File: src/dft_src_cfg.svh
`ifndef DFT_SRC_CFG_SVH
`define DFT_SRC_CFG_SVH

// Points are interleaved over this many banks so that index k lives in bank k mod 7
`define DFT_SRC_BANKS 7

// Width of a linear point index and of dftpts
`define DFT_SRC_IDX_W 12

// Word address inside one bank
`define DFT_SRC_BADDR_W 9

// One real or imaginary component of a sample
`define DFT_SRC_SAMPLE_W 16

// Seven banks of 512 words
`define DFT_SRC_MAX_PTS 3584

`endif

File: src/dft_src_pkg.sv
package dft_src_pkg;

	`include "dft_src_cfg.svh"

	typedef logic [`DFT_SRC_IDX_W-1:0] point_idx_t;
	typedef logic [2:0] bank_sel_t;
	typedef logic [`DFT_SRC_BADDR_W-1:0] bank_addr_t;

	typedef struct packed
	{
		logic [`DFT_SRC_SAMPLE_W-1:0] re;
		logic [`DFT_SRC_SAMPLE_W-1:0] im;
	} sample_t;

	// Location of one point in the interleaved memory
	typedef struct packed
	{
		bank_addr_t addr;
		bank_sel_t  bank;
	} bank_loc_t;

	// Restoring division by the constant seven with one dividend bit per step
	function automatic bank_loc_t dft_src_split(input point_idx_t idx);
		logic [3:0] rem;
		point_idx_t quo;
		bank_loc_t  loc;
		rem = '0;
		quo = '0;
		for (int i = `DFT_SRC_IDX_W - 1; i >= 0; i--)
		begin
			rem = {rem[2:0], idx[i]};
			if (rem >= 4'd7)
			begin
				rem = rem - 4'd7;
				quo[i] = 1'b1;
			end
		end
		// The quotient stays below 512 for any supported transform size
		loc.addr = quo[`DFT_SRC_BADDR_W-1:0];
		loc.bank = rem[2:0];
		return loc;
	endfunction

endpackage

File: src/dft_src_result.sv
`timescale 1ns/100ps

module dft_src_result
(
	input  logic                 clk,
	input  logic                 rst_n,
	input  logic                 req,
	input  logic                 q_valid,
	input  logic                 q_first,
	input  logic                 q_last,
	input  dft_src_pkg::sample_t q_data,
	output logic                 out_valid,
	output logic                 out_sop,
	output logic                 out_eop,
	output dft_src_pkg::sample_t out_data,
	output logic                 ack
);

	logic frame_end;

	// The eop beat is on the output in this cycle
	assign frame_end = out_valid && out_eop;

	// The sop and eop marks only count on a valid beat
	always_ff @(posedge clk)
	begin
		if (!rst_n)
		begin
			out_valid <= 1'b0;
			out_sop   <= 1'b0;
			out_eop   <= 1'b0;
		end
		else
		begin
			out_valid <= q_valid;
			out_sop   <= q_valid && q_first;
			out_eop   <= q_valid && q_last;
		end
	end

	always_ff @(posedge clk)
	begin
		out_data <= q_data;
	end

	// Four-phase acknowledge
	// ack goes high after the eop beat and returns low once req is seen low
	always_ff @(posedge clk)
	begin
		if (!rst_n)
		begin
			ack <= 1'b0;
		end
		else
		begin
			if (frame_end)
				ack <= 1'b1;
			else if (!req)
				ack <= 1'b0;
		end
	end

endmodule

File: config.mk
export PLATFORM = sky130hd
export DESIGN_NAME = dft_src_result
export DESIGN_NICKNAME = d
export VERILOG_FILES = /design/src/dft_src_pkg.sv /design/src/dft_src_result.sv
export VERILOG_INCLUDE_DIRS = /design/src
export SDC_FILE = /design/constraint.sdc
export NUM_CORES = 1
export LEC_CHECK = 0
export ABC_CLOCK_PERIOD_IN_PS = 800
export BUFFER_PORTS_ARGS = -buffer_cell sky130_fd_sc_hd__buf_2
export CAP_MARGIN = 20
export CELL_PAD_IN_SITES_DETAIL_PLACEMENT = 1
export CELL_PAD_IN_SITES_GLOBAL_PLACEMENT = 1
export CORE_UTILIZATION = 24
export DETAILED_ROUTE_END_ITERATION = 10
export PLACE_DENSITY_LB_ADDON = 0.1
export SYNTH_ARGS = -nofsm -noshare
export SYNTH_HDL_FRONTEND = slang
export SYNTH_SLANG_ARGS = --single-unit
File: constraint.sdc
create_clock -name clk -period 0.8 [get_ports clk]
set_input_delay 0.04 -clock clk [delete_from_list [all_inputs] [get_ports clk]]
set_output_delay 0.04 -clock clk [all_outputs]
set_load 0.01 [all_outputs]
# == Word level (Yosys, flattened, before mapping) ==
# Index checks and enable logic that the tools add are counted.
# word_totals
reg_bits,36
input_bits,38
word_cells,12
output_inout_bits,36
# classes
muxes,2
eq_ne,1
n_reduce_logical,3
# ops
operator,n
1-bit logical AND,3
1-bit 2-to-1 mux,2
"2-bit by 1-bit != test with 1-bit output, second input constant",1

# == Longest topological paths before layout ==
# Gate-level depths: netlist of the first run.
# logic_depth
word_depth,2
ltp_mapped,2

# == Worst setup path after synthesis of the first run ==
# Ideal clock, no wire load.
# synth_timing
path_kind,reg-to-reg
start,register ack (netlist name)
end,register ack
setup_time_ns,0.118
path_stages_with_launch,3
arrival_time_ns,0.531
path_buffers,0
path_slack_ns,0.151
cell_sequence,dfxtp_1 a22oi_1 nor2b_1
# synth_lines
element,line_no,text
to (signal assigned),dft_src_result.sv:52,ack <= 1'b0;
to (signal assigned),dft_src_result.sv:57,ack <= 1'b1;
to (signal assigned),dft_src_result.sv:59,ack <= 1'b0;
to (decl),dft_src_result.sv:16,output logic ack

# == Worst setup path after layout of the first run ==
# layout_timing
start,register out_valid
end,output out_valid
# layout_lines
element,line_no,text
from (decl),dft_src_result.sv:12,"output logic out_valid,"
from (signal assigned),dft_src_result.sv:35,out_valid <= q_valid;
# No word-level cell between the ends.

==> results.toml, run 1 <==
[setup_path]
crit_path_start = "out_valid"
reg2regPathDepth = 2
critPathTopFamily = "flip-flops"
cp_slowest_stage_delay_ps = 340
path_buf_inv = 1
end_kind = "output pin"
r2r_start = "ack"
cp-start-kind = "register"
critPathRequiredTime_ps = 760
critical_path_class = "register to output pin"
crit_slowest_cell = "dfxtp_2"
path_cells = "buf_6"
cp_num_cells = 1
cp.arrival_ps = 770
worstPathMaxFanout = 2

[timing]
final-setup-viol-count = 12
min_period_over_period = 1.01
hold_viol_final = 0
fin_setup_tns_ps = -60.7
fin_crit_ps = 812
maxSlewHeadroom = 0.895
maxSlewViolCount = 0
finalWorstSetupSlack_ps = -11.7
rsz0062_at_grt = "true"
fin_skew_ps = 0.959
fmax_ghz = 1.23
tightest_slew_ps = 158

[clock_network]
cts_max_path_buffers = 2
numClockSinks = 36
clkTransAtPathRegs_ps = 100
post_cts_buffers = 0
h-tree-depth = 2
cts_tree = "done"
cts_buffers = 5
root_buffer = "clkbuf_4"
clock_latency_ps = 320

[die]
io_pins = 74
die_area_sq_um = 3370
initial_core_util = 0.264
chipWidth_um = 58.0
rows = 19
die_h_um = 58.0
core_area_sq_um = 2850

[layout]
diodes = 0
n_fill_cell = 307
syn2layout_area_growth_pct = 118
multiInputGateArea_sq_um = 32.5
layout-drive-gt1-share = 0.557
final_nets = 196
fin_util = 0.575
seq_area_sq_um = 732

[routing]
first_iter_violations = 13
vias = 726
first_pass_iters = 6
vias_per_cell = 3.84
ant_nets = 0
drc = 5
drt_wl_total_um = 2060
wl_per_cell_um = 10.9

[placed_design]
place_congestion = 0.576
place_hpwl_um = 1310
io_buffers = 73

[outcome]
failed_checks = "design-rule violations, negative setup slack"
status = "finished, violations left"

[yosys]
synth_fp_nets = 79
ys_ff_latch = 36
synth.avg_cell_area_sq_um = 18.4
synth.distinct_cells = 5
syn_inst = 41
ys_warn_count = 0
seq_area_frac_synth = 0.957
syn_area_sq_um = 753

[pwr]
powerDensity_nw_per_um2 = 1930
p_leak_uw = 0.000810
peakVddDrop_mv = 1.21

[global_routing]
grt-ovfl-total = 0
first_global_vias = 711
grt_antenna_before_repair = 0
grt_usage = 0.128
grt_max_degree = 11
grt_pass1_wl_um = 3000

[worst_hold_path]
min-delay-start = "q_data[25]"
whs_path_depth = 2
hp-class = "input pin to register"

[flow_run]
drv_cap = 0
path summary, 6_finish.rpt:
kind / endpoint / slack [ps]
max: out_valid / -10
min: out_data[25] / 340
max reg2reg: ack / 130
min reg2reg: ack / 540
power by group:
| part | leakage (uW) | internal, uW | switching, uW |
|---|---|---|---|
| clock network | 0.0000281 | 324 | 529 |
| logic | 0.000478 | 268 | 131 |
| registers | 0.000304 | 1890 | 25.2 |
| total | 0.000810 | 2480 | 686 |
layer usage:
layer	wire, um	share of wire	global-route usage	up-vias
met5	0	0	0	-
met2	1140	0.55	0.238	44
met1	723	0.35	0.116	319
met4	10	0.0048	0.0612	0
li1	-	-	-	361
met3	188	0.091	0.0580	2
cell usage after synthesis:
cell / count / area [sq um]
a22oi_1: 1 / 7.51
and2_1: 1 / 6.26
and3_1: 2 / 12.5
dfxtp_1: 36 / 721
nor2b_1: 1 / 6.26
cell type report:
type	instances	share of cell area
repair buffers	110	0.482
flip-flops and latches	36	0.446
multi-input cells	5	0.0198
clock inverters	1	0.00305
clock buffers	6	0.0252
well taps	31	0.0236
cell usage in the layout (no fill, tap or decap), drive strengths merged:
cell type	n
clkinv	1
buf	73
nor2b	1
and2	1
dlygate4sd3	37
and3	2
clkbuf	6
dfxtp	36
a22oi	1
flip-flops by register name, summed over array words and instances, names as in the netlist:
signal,cells
ack,1
out_data,32
out_eop,1
out_sop,1
out_valid,1
cell families (layout without fill, tap and decap cells):
logic type             after synthesis  in the layout  synth area share
DFF                                 36             36             0.957
and+or+nand+nor                      4              4            0.0332
AOI/OAI and AO/OA                    1              1           0.00997
buffers and inverters                0            117                 0
timing repair:
item,in CTS,in global routing
setup endpoints to repair,36,36
hold buffers,37,0
hold endpoints to repair,36,0
resized for setup,8,10
per-stage QoR:
stage	hold slack [ps]	instance area (sq um)	power [uW]	std cells	worst slack, ps
2_1_floorplan	67.7	753	2010	41	151
3_3_place_gp	143	1160	2170	145	181
3_5_place_dp	144	1160	2180	145	168
4_1_cts	324	1600	3210	189	-36.4
5_1_grt	308	1640	3360	189	-71.4
6_report	339	1640	3160	189	-11.7
No activity file was read; power rests on OpenSTA's default activity.
==> inputs of run 2 (changes only) <==
--- a/config.mk
+++ b/config.mk
@@ -12,6 +12,7 @@
 export CELL_PAD_IN_SITES_DETAIL_PLACEMENT = 1
 export CELL_PAD_IN_SITES_GLOBAL_PLACEMENT = 1
 export CORE_UTILIZATION = 24
+export CTS_CLUSTER_DIAMETER = 100
 export DETAILED_ROUTE_END_ITERATION = 10
 export PLACE_DENSITY_LB_ADDON = 0.1
 export SYNTH_ARGS = -nofsm -noshare
==> constraint.sdc (replaced) <==
create_clock -name clk -period 0.8 [get_ports clk]
set_input_delay 0.04 -clock clk [delete_from_list [all_inputs] [get_ports clk]]
set_output_delay 0.04 -clock clk [all_outputs]
set_load 0.05 [all_outputs]
==> run 2 against run 1 <==
Compared with the run above:
- the run still ends with design-rule violations, negative setup slack left
- cell count grew 0.53%
- flip-flop and latch count is the same
- worst hold slack lost 6.1 ps
- worst setup slack lost 67 ps
- final area grew 20%
- combinational power grew 110%
- total power grew 20%
- die area is the same
- routed wire length grew 43%
- global-route usage grew 7.0 points
==> results.toml, run 2 (synthesis gave the netlist of run 1 again) <==
[outcome]
status = "finished, violations left"
failed_checks = "design-rule violations, negative setup slack"

[timing]
hold_viol_final = 0
maxSlewHeadroom = 0.894
final-setup-viol-count = 36
fmax_ghz = 1.14
fin_setup_tns_ps = -2170
tightest_slew_ps = 159
min_period_over_period = 1.10
rsz0062_at_grt = "true"
maxSlewViolCount = 0
finalWorstSetupSlack_ps = -78.2
fin_crit_ps = 878
fin_skew_ps = 0.0529

[die]
chipWidth_um = 58.0
rows = 19
core_area_sq_um = 2850
die_h_um = 58.0
die_area_sq_um = 3370
initial_core_util = 0.264
io_pins = 74

[routing]
dr_wl_met3_um = 281
drt_wl_total_um = 2940
met1Wirelength_um = 876
wl_per_cell_um = 15.5
top_layer_used = "met4"
first_iter_violations = 18
wl_met2_um = 1770
drc = 4
ant_nets = 0
vias = 764
first_pass_iters = 8
vias_per_cell = 4.02

[worst_hold_path]
min-delay-start = "q_data[7]"
hp-class = "input pin to register"

[placed_design]
pre_cts_ws_ps = 133
io_buffers = 73
place_inst = 145
place_congestion = 0.655

[clock_network]
root_buffer = "clkbuf_4"
cts_tree = "done"
numClockSinks = 36
h-tree-depth = 2
clkTransAtPathRegs_ps = 100
cts_buffers = 5
cts_max_path_buffers = 2
clock_latency_ps = 330

[pwr]
powerDensity_nw_per_um2 = 1940
p_leak_uw = 0.000912
peakVddDrop_mv = 1.21
total_power_uw = 3810

[layout]
syn2layout_area_growth_pct = 161
layout-drive-gt1-share = 0.723
largest_reg_flops = 32
final_cell_mix = "dlygate4sd3_1, buf_2, dfxtp_2"
final_nets = 196
n_fill_cell = 267
fin_util = 0.690
max_flop_register = "out_data"
diodes = 0
final_cells = 190

[setup_path]
cp.arrival_ps = 840
cp-start-kind = "register"
r2r_start = "ack"
crit_path_start = "out_data[14]"
critPathTopFamily = "flip-flops"
end_kind = "output pin"
critPathRequiredTime_ps = 760
path_cells = "buf_8"
critical_path_class = "register to output pin"
crit_slowest_cell = "dfxtp_2"
worstPathMaxFanout = 1
path_buf_inv = 1
cp_slowest_stage_delay_ps = 360

[global_routing]
grt_antenna_before_repair = 0
first_global_vias = 941
grt-ovfl-total = 0
grt_usage = 0.198
grt_pass1_wl_um = 4490
grt_max_degree = 11

[flow_run]
drv_cap = 0
## run 2: power breakdown
group | leakage (uW) | switching, uW | internal, uW
clock network | 0.0000326 | 568 | 434
registers | 0.000305 | 60.8 | 1900
logic | 0.000574 | 430 | 416
## run 2: layout make-up
type	count	area, sq um	share of cell area
Multi-Input combinational cell	5	32.5	0.0165
Clock buffer	8	58.8	0.0299
Tap cell	31	38.8	0.0197
Sequential cell	36	766	0.389
Timing Repair Buffer	110	1070	0.545
## run 2: timing repair
action,4_1_cts,5_1_grt
gates resized for setup,125,10
buffers inserted,0,0
hold buffers,37,0
pin swaps,0,0
endpoints found under the hold margin,36,0
setup endpoints to repair,36,36
## run 2: path summary, 6_finish.rpt
| path | endpoint | slack, ps | depth (start not counted) |
|---|---|---|---|
| worst min register to register | ack | 560 | 2 |
| worst max-delay path | out_data[14] | -80 | 1 |
| worst min-delay path | out_data[7] | 330 | 2 |
| worst max register to register | ack | 120 | 2 |
## run 2: per-layer routing
layer	track usage	vias up
li1	-	362
met1	0.155	345
met2	0.396	55
met3	0.0804	2
met4	0.112	0
met5	0	-
## run 2: through the flow
stage / cell area, sq um / hold WS, ps
final: 1970 / 333
after CTS: 1930 / 313
after global routing: 1970 / 315
after detailed placement: 1160 / 144
after floorplan: 757 / 67.7
after global placement: 1160 / 142
