==> src/dft_src_cfg.svh <==
`ifndef DFT_SRC_CFG_SVH
`define DFT_SRC_CFG_SVH

// Points are interleaved over this many banks so that index k lives in bank k mod 7
`define DFT_SRC_BANKS 7

// Width of a linear point index and of dftpts
`define DFT_SRC_IDX_W 12

// Word address inside one bank
`define DFT_SRC_BADDR_W 9

// One real or imaginary component of a sample
`define DFT_SRC_SAMPLE_W 16

// Seven banks of 512 words
`define DFT_SRC_MAX_PTS 3584

`endif

==> src/dft_src_pkg.sv <==
package dft_src_pkg;

	`include "dft_src_cfg.svh"

	typedef logic [`DFT_SRC_IDX_W-1:0] point_idx_t;
	typedef logic [2:0] bank_sel_t;
	typedef logic [`DFT_SRC_BADDR_W-1:0] bank_addr_t;

	typedef struct packed
	{
		logic [`DFT_SRC_SAMPLE_W-1:0] re;
		logic [`DFT_SRC_SAMPLE_W-1:0] im;
	} sample_t;

	// Location of one point in the interleaved memory
	typedef struct packed
	{
		bank_addr_t addr;
		bank_sel_t  bank;
	} bank_loc_t;

	// Restoring division by the constant seven with one dividend bit per step
	function automatic bank_loc_t dft_src_split(input point_idx_t idx);
		logic [3:0] rem;
		point_idx_t quo;
		bank_loc_t  loc;
		rem = '0;
		quo = '0;
		for (int i = `DFT_SRC_IDX_W - 1; i >= 0; i--)
		begin
			rem = {rem[2:0], idx[i]};
			if (rem >= 4'd7)
			begin
				rem = rem - 4'd7;
				quo[i] = 1'b1;
			end
		end
		// The quotient stays below 512 for any supported transform size
		loc.addr = quo[`DFT_SRC_BADDR_W-1:0];
		loc.bank = rem[2:0];
		return loc;
	endfunction

endpackage

==> src/dft_src_decode.sv <==
`timescale 1ns/100ps

module dft_src_decode
(
	input  logic                    clk,
	input  logic                    rst_n,
	input  logic                    req,
	input  dft_src_pkg::point_idx_t dftpts,
	output logic                    rd_en,
	output dft_src_pkg::bank_sel_t  rd_bank,
	output dft_src_pkg::bank_addr_t rd_addr,
	output logic                    rd_first,
	output logic                    rd_last
);

	import dft_src_pkg::*;

	point_idx_t cnt;
	point_idx_t last_idx;
	bank_loc_t  cnt_loc;
	logic       active;
	logic       done;
	logic       at_last;

	assign last_idx = dftpts - point_idx_t'(1);
	assign at_last  = (cnt == last_idx);

	// Bank and bank address of the point about to be issued
	always_comb
	begin
		cnt_loc = dft_src_split(cnt);
	end

	// Frame sequencing
	// done keeps a finished frame from restarting until req has dropped
	always_ff @(posedge clk)
	begin
		if (!rst_n)
		begin
			active <= 1'b0;
			done   <= 1'b0;
			cnt    <= '0;
		end
		else
		begin
			if (active)
			begin
				if (at_last)
				begin
					active <= 1'b0;
					cnt    <= '0;
				end
				else
				begin
					cnt <= cnt + point_idx_t'(1);
				end
			end
			else if (req && !done)
			begin
				active <= 1'b1;
				cnt    <= '0;
			end

			if (active && at_last)
				done <= 1'b1;
			else if (!req)
				done <= 1'b0;
		end
	end

	// Registered read request toward the banks
	always_ff @(posedge clk)
	begin
		if (!rst_n)
		begin
			rd_en    <= 1'b0;
			rd_first <= 1'b0;
			rd_last  <= 1'b0;
		end
		else
		begin
			rd_en    <= active;
			rd_first <= active && (cnt == '0);
			rd_last  <= active && at_last;
		end
	end

	always_ff @(posedge clk)
	begin
		rd_bank <= cnt_loc.bank;
		rd_addr <= cnt_loc.addr;
	end

endmodule

==> config.mk <==
export PLATFORM = sky130hd
export DESIGN_NAME = dft_src_decode
export DESIGN_NICKNAME = d
export VERILOG_FILES = /design/src/dft_src_pkg.sv /design/src/dft_src_decode.sv
export VERILOG_INCLUDE_DIRS = /design/src
export SDC_FILE = /design/constraint.sdc
export NUM_CORES = 1
export LEC_CHECK = 0
export ABC_CLOCK_PERIOD_IN_PS = 11570
export BUFFER_PORTS_ARGS = -buffer_cell sky130_fd_sc_hd__buf_4
export CORE_UTILIZATION = 60
export DETAILED_ROUTE_END_ITERATION = 6
export PLACE_DENSITY = 0.81
export SYNTH_ARGS = -nofsm -noshare
export SYNTH_HDL_FRONTEND = slang
export SYNTH_SLANG_ARGS = --single-unit
==> constraint.sdc <==
create_clock -name clk -period 11.57 [get_ports clk]
set_clock_uncertainty 0.15 [all_clocks]
set_input_delay 2.314 -clock clk [delete_from_list [all_inputs] [get_ports clk]]
set_output_delay 2.314 -clock clk [all_outputs]
set_load 0.02 [all_outputs]
# ---- Word-level counts from Yosys, hierarchy flattened
# Cells that the tools add are included.
dict set report classes {
  add_sub_neg 12
  n_lt_le_gt_ge 10
  n_eq_ne 2
  mux 27
  n_reduce_logical 6
}
# cell count
set op_table {}
lappend op_table {{4-bit by 3-bit >= comparator with 1-bit output, second input constant} 9}
lappend op_table {{12-bit two-way mux} 3}
lappend op_table {{3-bit two-way mux} 10}
lappend op_table {{3-bit subtractor, second input constant} 10}
lappend op_table {{1-bit two-way mux} 14}
lappend op_table {{12-bit by 1-bit adder with 12-bit output, second input constant} 1}
lappend op_table {{12-bit == test} 1}
lappend op_table {{12-bit logical NOT} 1}
lappend op_table {{12-bit by 1-bit subtractor with 12-bit output, second input constant} 1}
lappend op_table {{3-bit >= comparator, second input constant} 1}
lappend op_table {{1-bit logical AND} 3}
lappend op_table {{2-bit by 1-bit inequality test with 1-bit output, second input constant} 1}
lappend op_table {{2-bit nonzero test} 1}
lappend op_table {{1-bit logical NOT} 1}
dict set report word_totals {
  regBits 29
  inputBits 15
  out_inout_bits 15
  wordCells 65
}

# ---- Longest topological paths before layout
# Gate-level depths: netlist (run 1).
dict set report depth {
  depth_word 20
  mapped_depth 52
}

# ---- Worst setup path before layout (run 1)
# Ideal clock, no wire load.
dict set report synth_path {
  path_kind {register -> register}
  startpoint {register cnt[9]}
  endpoint {register rd_bank[1]}
  setup_time_ns 0.121
  t_arrival_ns 9.270
  slack_ns 2.028
  path_stages_with_launch 50
  path_buffers 3
  period_less_slack_ns 9.542
  path_cell_list {dfxtp_1 ha_1 ha_1 a21oi_1 a21o_1 ha_1 nand3b_1 o21a_1 buf_6 xnor2_1 ha_1 buf_2 and2_1 or4b_1 a221oi_1 a31o_2 o21ai_1 a21boi_2 (+14 left out) nor3_1 o31ai_2 nand2_2 xnor2_1 ha_1 nand2_1 mux2_2 nand3_1 a21oi_2 xnor2_1 ha_1 a21o_1 xnor2_1 ha_1 nand2_1 nand3_1 o211a_2 mux2_4}
}
# element line
set synth_lines {}
lappend synth_lines {{start: declaration} dft_src_decode.sv:18} ;# point_idx_t cnt;
lappend synth_lines {{start signal: assignment} dft_src_decode.sv:55} ;# cnt <= cnt + point_idx_t'(1);
lappend synth_lines {{end signal: assignment} dft_src_decode.sv:90} ;# rd_bank <= cnt_loc.bank;
lappend synth_lines {{end: declaration} dft_src_decode.sv:10} ;# output dft_src_pkg::bank_sel_t rd_bank,

==> metrics.cfg, run 1 <==
[synthesis]
syn-num-nets=372
synth_edf_count=0
yosysSeqAreaShare_pct=21.3
synth_cells=343
synth.cell_area_um2=2720
post_synth_main_area_contributors=dfxtp_1 21%, ha_1 6.4%, xnor2_1 5.8%
synth_top_area_share_pct=21.3
yosysWarningCount=0
ys_async_sr_fraction_pct=0
yosys_register_bits=29
synth.distinct_cells=74
syn_avg_cell_area_um2=7.94
ys_top_cells_by_count=29 x dfxtp_1, 19 x inv_1, 19 x nand2_1
ys.flop_type=dfxtp_1
synth_top_area_cell=dfxtp_1
synth.most_common_cell=dfxtp_1

[timing]
period_minus_slack_ps=10760
tightest_slew_ps=657
finalCritPeriodShare_pct=93.0
drv_slew=0
max_freq_mhz=92.9
rsz0062_at_grt=no
fin_tns_setup_ps=0
setup_viol=0
slew_headroom_pct=55.9
hold_violations=0

[clocking]
clock_latency_ps=290
root_buffer=clkbuf_8
postCtsHoldBufs=0
cts.path.max_buffers=2
clk_pin_slew_ps=70
htree_levels=2
cts_tree=built
clkSinkCount=29
numCtsBuffers=5

[critical_path]
crit_slowest_cell=or4b_1
crit_fanout=14
cp-start-kind=flop
r2r-start=cnt[9]
critPathArrivalTime_ps=10790
reg2regPathDepth=46
critPathLaunch=cnt[9]
crit_top_cell=ha_1
timing.rr.end=rd_bank[1]
max_stage_delay_ps=510
critPathRequiredTime_ps=11600
critPathCapture=rd_bank[1]
worst-setup-path-type=flop to flop
critPathCaptureType=flop
rrSetupSlack_ps=810

[cells_and_area]
nNetsFinal=392
syn2layout_area_growth_pct=11.8
n_fill_cell=359
num_antenna_cells=0
drive_above_1_share_pct=20.6
post_layout_nonfiller_instances=416

[placed_design]
gp_congestion=0.911
hpwl_mm=4.70
place_inst=406
portBuffers=29

[detailed_routing]
wl_per_cell_um=15.5
num_vias=2641
drt_iter0_markers=267
viasPerCell=6.35
antenna_left=0
wl_mm=6.43
drc=0
first_pass_iters=5

[die]
initial_utilization_pct=62.6
rows=24
fp.dieH_um=69.4
coreArea_um2=4350
ios=30
dieArea_um2=4810
die_w_um=69.4

[global_routing]
grt_usage_pct=26.5
grt.overflow.total=0
antenna_found_initial=0
grt_pass1_vias=2370
grt_max_degree=21
grt_pass1_wl_mm=10.5

[flow_run]
maxCapViolCount=0

[pwr]
p_per_area_nw_per_um2=69.5
leakagePower_nw=1.23
ir_drop_v=0.0000821

[run_status]
outcome=complete, no violations

[min_path]
hold_class=flop to flop

==> routing by layer <==
layer / global-route usage, % / share of wire (%)
met1: 33.7 / 46
met2: 45.0 / 48
met3: 3.92 / 3.5
met4: 10.4 / 1.7
met5: 0 / 0
==> placed cells by master, fill, tap and decap left out, types with 5 or more instances in the layout <==
master	instances
ha_1	13
nor3_1	9
a21oi_1	17
nand3_1	7
dfxtp_1	27
xnor2_1	17
o21ai_0	17
nor2_1	14
nand2_1	19
clkbuf_8	5
or3_1	6
nor2b_1	11
nor3b_1	10
mux2i_1	6
buf_4	31
a21o_1	5
a31oi_1	10
nor4_1	6
and3_1	8
inv_1	19
==> critical path, delay by kind of cell (launching register included) <==
family                     cells  cell delay [ps]
DFF                            1              480
adders and majority gates     10             2760
buffers and inverters          2              230
AOI/OAI and AO/OA             12             2880
muxes                          2              590
and+or+nand+nor               15             2660
xor gates and xnor gates       5              860
==> where the power goes <==
| group | internal, mW | total (mW) | switching (mW) |
|---|---|---|---|
| Combinational | 0.0102 | 0.0221 | 0.0119 |
| Sequential | 0.101 | 0.102 | 0.00129 |
| Clock | 0.0421 | 0.0870 | 0.0449 |
==> timing repair <==
item,CTS,global route
setup buffers,0,2
endpoints found under the setup margin,0,4
resized for setup,0,5
==> area by class of cell <==
cell class / count / area, µm² / area share [%]
flip-flops and latches: 29 / 583 / 19.2
multi-input cells: 274 / 1990 / 65.4
well taps: 52 / 65.1 / 2.14
clock buffers: 5 / 68.8 / 2.26
clock inverters: 3 / 22.5 / 0.740
inverters: 22 / 82.6 / 2.71
repair buffers: 31 / 233 / 7.64
==> worst min path at each step <==
| stage | startpoint | to | slack [ps] | cells past startpoint |
|---|---|---|---|---|
| after floorplan | done | done | 310 | 1 |
| after global placement | done | done | 320 | 1 |
| after detailed placement | done | done | 330 | 1 |
| after CTS | done | done | 340 | 1 |
| after global routing | done | done | 360 | 1 |
| final | done | done | 340 | 1 |
==> state kept, by name (all words and copies together), names as in the netlist <==
register  cells
active        1
cnt          12
done          1
rd_addr       9
rd_bank       3
rd_en         1
rd_first      1
rd_last       1
==> cells by family after synthesis <==
logic type / after synthesis / synth area share, %
simple gates: 126 / 27.5
compound gates: 102 / 27.5
buf+inv: 40 / 6.16
flops: 29 / 21.3
xor+xnor: 22 / 7.07
fa+ha+maj: 14 / 6.43
mux: 10 / 4.09
==> metrics by stage <==
step	utilization, %	worst slack, ps	power (mW)	hold slack (ps)	area, µm²
after floorplan	-	2030	0.118	310	2720
after global placement	67.1	1060	0.126	320	2920
after detailed placement	67.1	625	0.126	326	2920
after CTS	69.2	570	0.213	343	3010
after global routing	69.9	2.70	0.219	359	3040
final	69.9	811	0.212	341	3040
No activity file was read; power rests on OpenSTA's default activity.
==> inputs of run 2 (changes only) <==
Settings changed: CORE_UTILIZATION 60 to 56, CTS_BUF_LIST set to sky130_fd_sc_hd__clkbuf_8, PLACE_DENSITY 0.81 to 0.77, SLEW_MARGIN set to 20.
==> run 2 against run 1 <==
Sequential power barely moved. Fmax barely moved. Non-clock buffer count fell by 2. Cell area fell by 0.29%. Register-to-register slack barely moved. Core utilization fell by 5.2 points. Sequential share of layout area rose by 0.055 points. Flip-flop and latch count did not move. Setup slack got worse by 1.4 ps.
==> metrics.cfg, run 2 (synthesized netlist as in run 1, its figures left out) <==
[flow_run]
maxCapViolCount=0  ; unchanged

[critical_path]
r2r-start=cnt[9]
critPathRequiredTime_ps=11590  ; about the same
cp-start-kind=flop
crit_fanout=14  ; unchanged
worst-setup-path-type=flop to flop
critPathLaunch=cnt[9]
max_stage_delay_ps=470  ; -40 ps
critPathArrivalTime_ps=10780  ; about the same
critPathCaptureType=flop
crit_slowest_cell=dfxtp_2
crit_top_cell=ha_1

[timing]
hold_slack_ps=334  ; -6.72 ps
slew_headroom_pct=58.5  ; +2.7 points
period_minus_slack_ps=10760  ; +1.42 ps
hold_violations=0  ; unchanged
setup_slack_ps=809  ; -1.42 ps
drv_slew=0  ; unchanged
max_freq_mhz=92.9  ; about the same
fin_tns_setup_ps=0  ; unchanged
rsz0062_at_grt=no
setup_viol=0  ; unchanged
tightest_slew_ps=617  ; -39.7 ps
finalCritPeriodShare_pct=93.0  ; about the same

[global_routing]
grt_pass1_vias=2322  ; -2.0%
met3_usage_pct=4.08  ; +0.15 points
grt_pass1_wl_mm=10.6  ; +0.72%
grt_max_degree=21  ; unchanged
grt_most_used_layer=met2
gr-usage-met1_pct=32.1  ; -1.7 points
use_met2_pct=44.0  ; -0.96 points
grt_usage_pct=25.6  ; -0.96 points
grt.overflow.total=0  ; unchanged
antenna_found_initial=0  ; unchanged

[cells_and_area]
utilization_pct=64.7  ; -5.2 points
post_layout_nonfiller_instances=416  ; unchanged
largest-register=cnt
syn2layout_area_growth_pct=11.4
nNetsFinal=390  ; -0.51%
n_fill_cell=407  ; +13%
drive_above_1_share_pct=19.6  ; -0.99 points
num_antenna_cells=0  ; unchanged
largest_reg_flops=12  ; unchanged
layout_commonest_cell=buf_4
top_regs=cnt: 12 flops, rd_addr: 9 flops, rd_bank: 3 flops
final_cell_mix=29 x buf_4, 27 x dfxtp_1, 19 x inv_1, 19 x nand2_1, 18 x a21oi_1

[detailed_routing]
num_vias=2581  ; -2.3%
antenna_left=0  ; unchanged
drt_iter0_markers=130  ; -51%
viasPerCell=6.20  ; -2.3%
wl_per_cell_um=14.9  ; -3.9%
drc=0  ; unchanged
first_pass_iters=5  ; unchanged
wl_mm=6.18  ; -3.9%

[die]
initial_utilization_pct=58.1  ; -4.5 points
rows=25  ; +4.2%
coreArea_um2=4690  ; +7.8%
ios=30  ; unchanged
die_w_um=71.7  ; +3.4%
dieArea_um2=5150  ; +6.9%
fp.dieH_um=71.7  ; +3.4%

[clocking]
numCtsBuffers=5  ; unchanged
clk_pin_slew_ps=70  ; about the same
clkSinkCount=29  ; unchanged
cts_resized=0  ; unchanged
htree_levels=2  ; unchanged
cts_tree=built
cts.path.max_buffers=2  ; unchanged
root_buffer=clkbuf_8
clock_latency_ps=290  ; about the same
cts_setup_buffers=0  ; unchanged
postCtsHoldBufs=0  ; unchanged

[placed_design]
hpwl_mm=4.59  ; -2.3%
place_ws_ps=672  ; +46.6 ps
gp_congestion=0.890  ; -2.3%
portBuffers=29  ; unchanged
place_inst=408  ; +0.49%

[pwr]
internal_power_mw=0.165  ; +7.6%
netSwitchingFraction_pct=25.5  ; -1.9 points
power_frac_comb_pct=10.0  ; -0.5 points
power.switching_mw=0.0566  ; -2.5%
ir_drop_v=0.0000752  ; -8.4%
leakagePower_nw=1.25  ; +0.98%
p_per_area_nw_per_um2=73.1  ; +5.1%
seqPwrFrac_pct=46.2  ; -2.2 points
p_clk_share_pct=43.8  ; +2.7 points

[min_path]
holdCritStartpoint=done
hold_class=flop to flop

[run_status]
outcome=complete, no violations

## run 2: cell types whose count changed in the layout (fill, tap and decap cells not counted)
cell,change
ha_1,+1
buf_4,-2
a21oi_1,+1
ha_2,-1
clkinvlp_4,-3
clkinv_2,+1
a21oi_2,-1
clkbuf_8,+2
## run 2: layout make-up
class | count | area (µm²) | share of cell area, %
Clock buffer | 7 | 96.3 | 3.17
Clock inverter | 1 | 5.00 | 0.165
Multi-Input combinational cell | 274 | 1980 | 65.3
Sequential cell | 29 | 583 | 19.2
Tap cell | 54 | 67.6 | 2.23
Timing Repair Buffer | 29 | 218 | 7.17
Inverter | 22 | 82.6 | 2.72
## run 2: through the flow
stage / total power, mW / instance area [µm²]
finish: 0.222 / 3040
global route: 0.231 / 3040
CTS: 0.224 / 3030
detailed placement: 0.127 / 2920
global placement: 0.126 / 2920
floorplan: 0.118 / 2720
## run 2: worst paths after layout
| path | depth (start not counted) | slack [ps] | endpoint |
|---|---|---|---|
| worst max-delay path | 47 | 810 | rd_bank[1] |
| worst min-delay path | 1 | 330 | done |
| worst max register to register | 47 | 810 | rd_bank[1] |
| worst min register to register | 1 | 330 | done |
## run 2: critical path, delay by kind of cell, from the launching register on
family / cells / cell delay (ps)
xor gates and xnor gates: 5 / 860
muxes: 2 / 600
DFF: 1 / 470
AOI/OAI and AO/OA: 10 / 2510
buffers and inverters: 2 / 210
adders and majority gates: 11 / 3060
and+or+nand+nor: 17 / 2780
## run 2: routing by layer
| metal | wire (µm) | share of wire (%) | up-vias |
|---|---|---|---|
| li1 | - | - | 1310 |
| met1 | 2820 | 46 | 1218 |
| met2 | 3060 | 50 | 45 |
| met3 | 217 | 3.5 | 8 |
| met4 | 80 | 1.3 | 0 |
| met5 | 0 | 0 | - |
## run 2: power groups by stage
stage / registers, mW / logic [mW] / clock network (mW)
floorplan: 0.105 / 0.0126 / 0
global placement: 0.105 / 0.0216 / 0
finish: 0.102 / 0.0221 / 0.0972
global route: 0.103 / 0.0246 / 0.104
CTS: 0.102 / 0.0221 / 0.0991
detailed placement: 0.105 / 0.0219 / 0
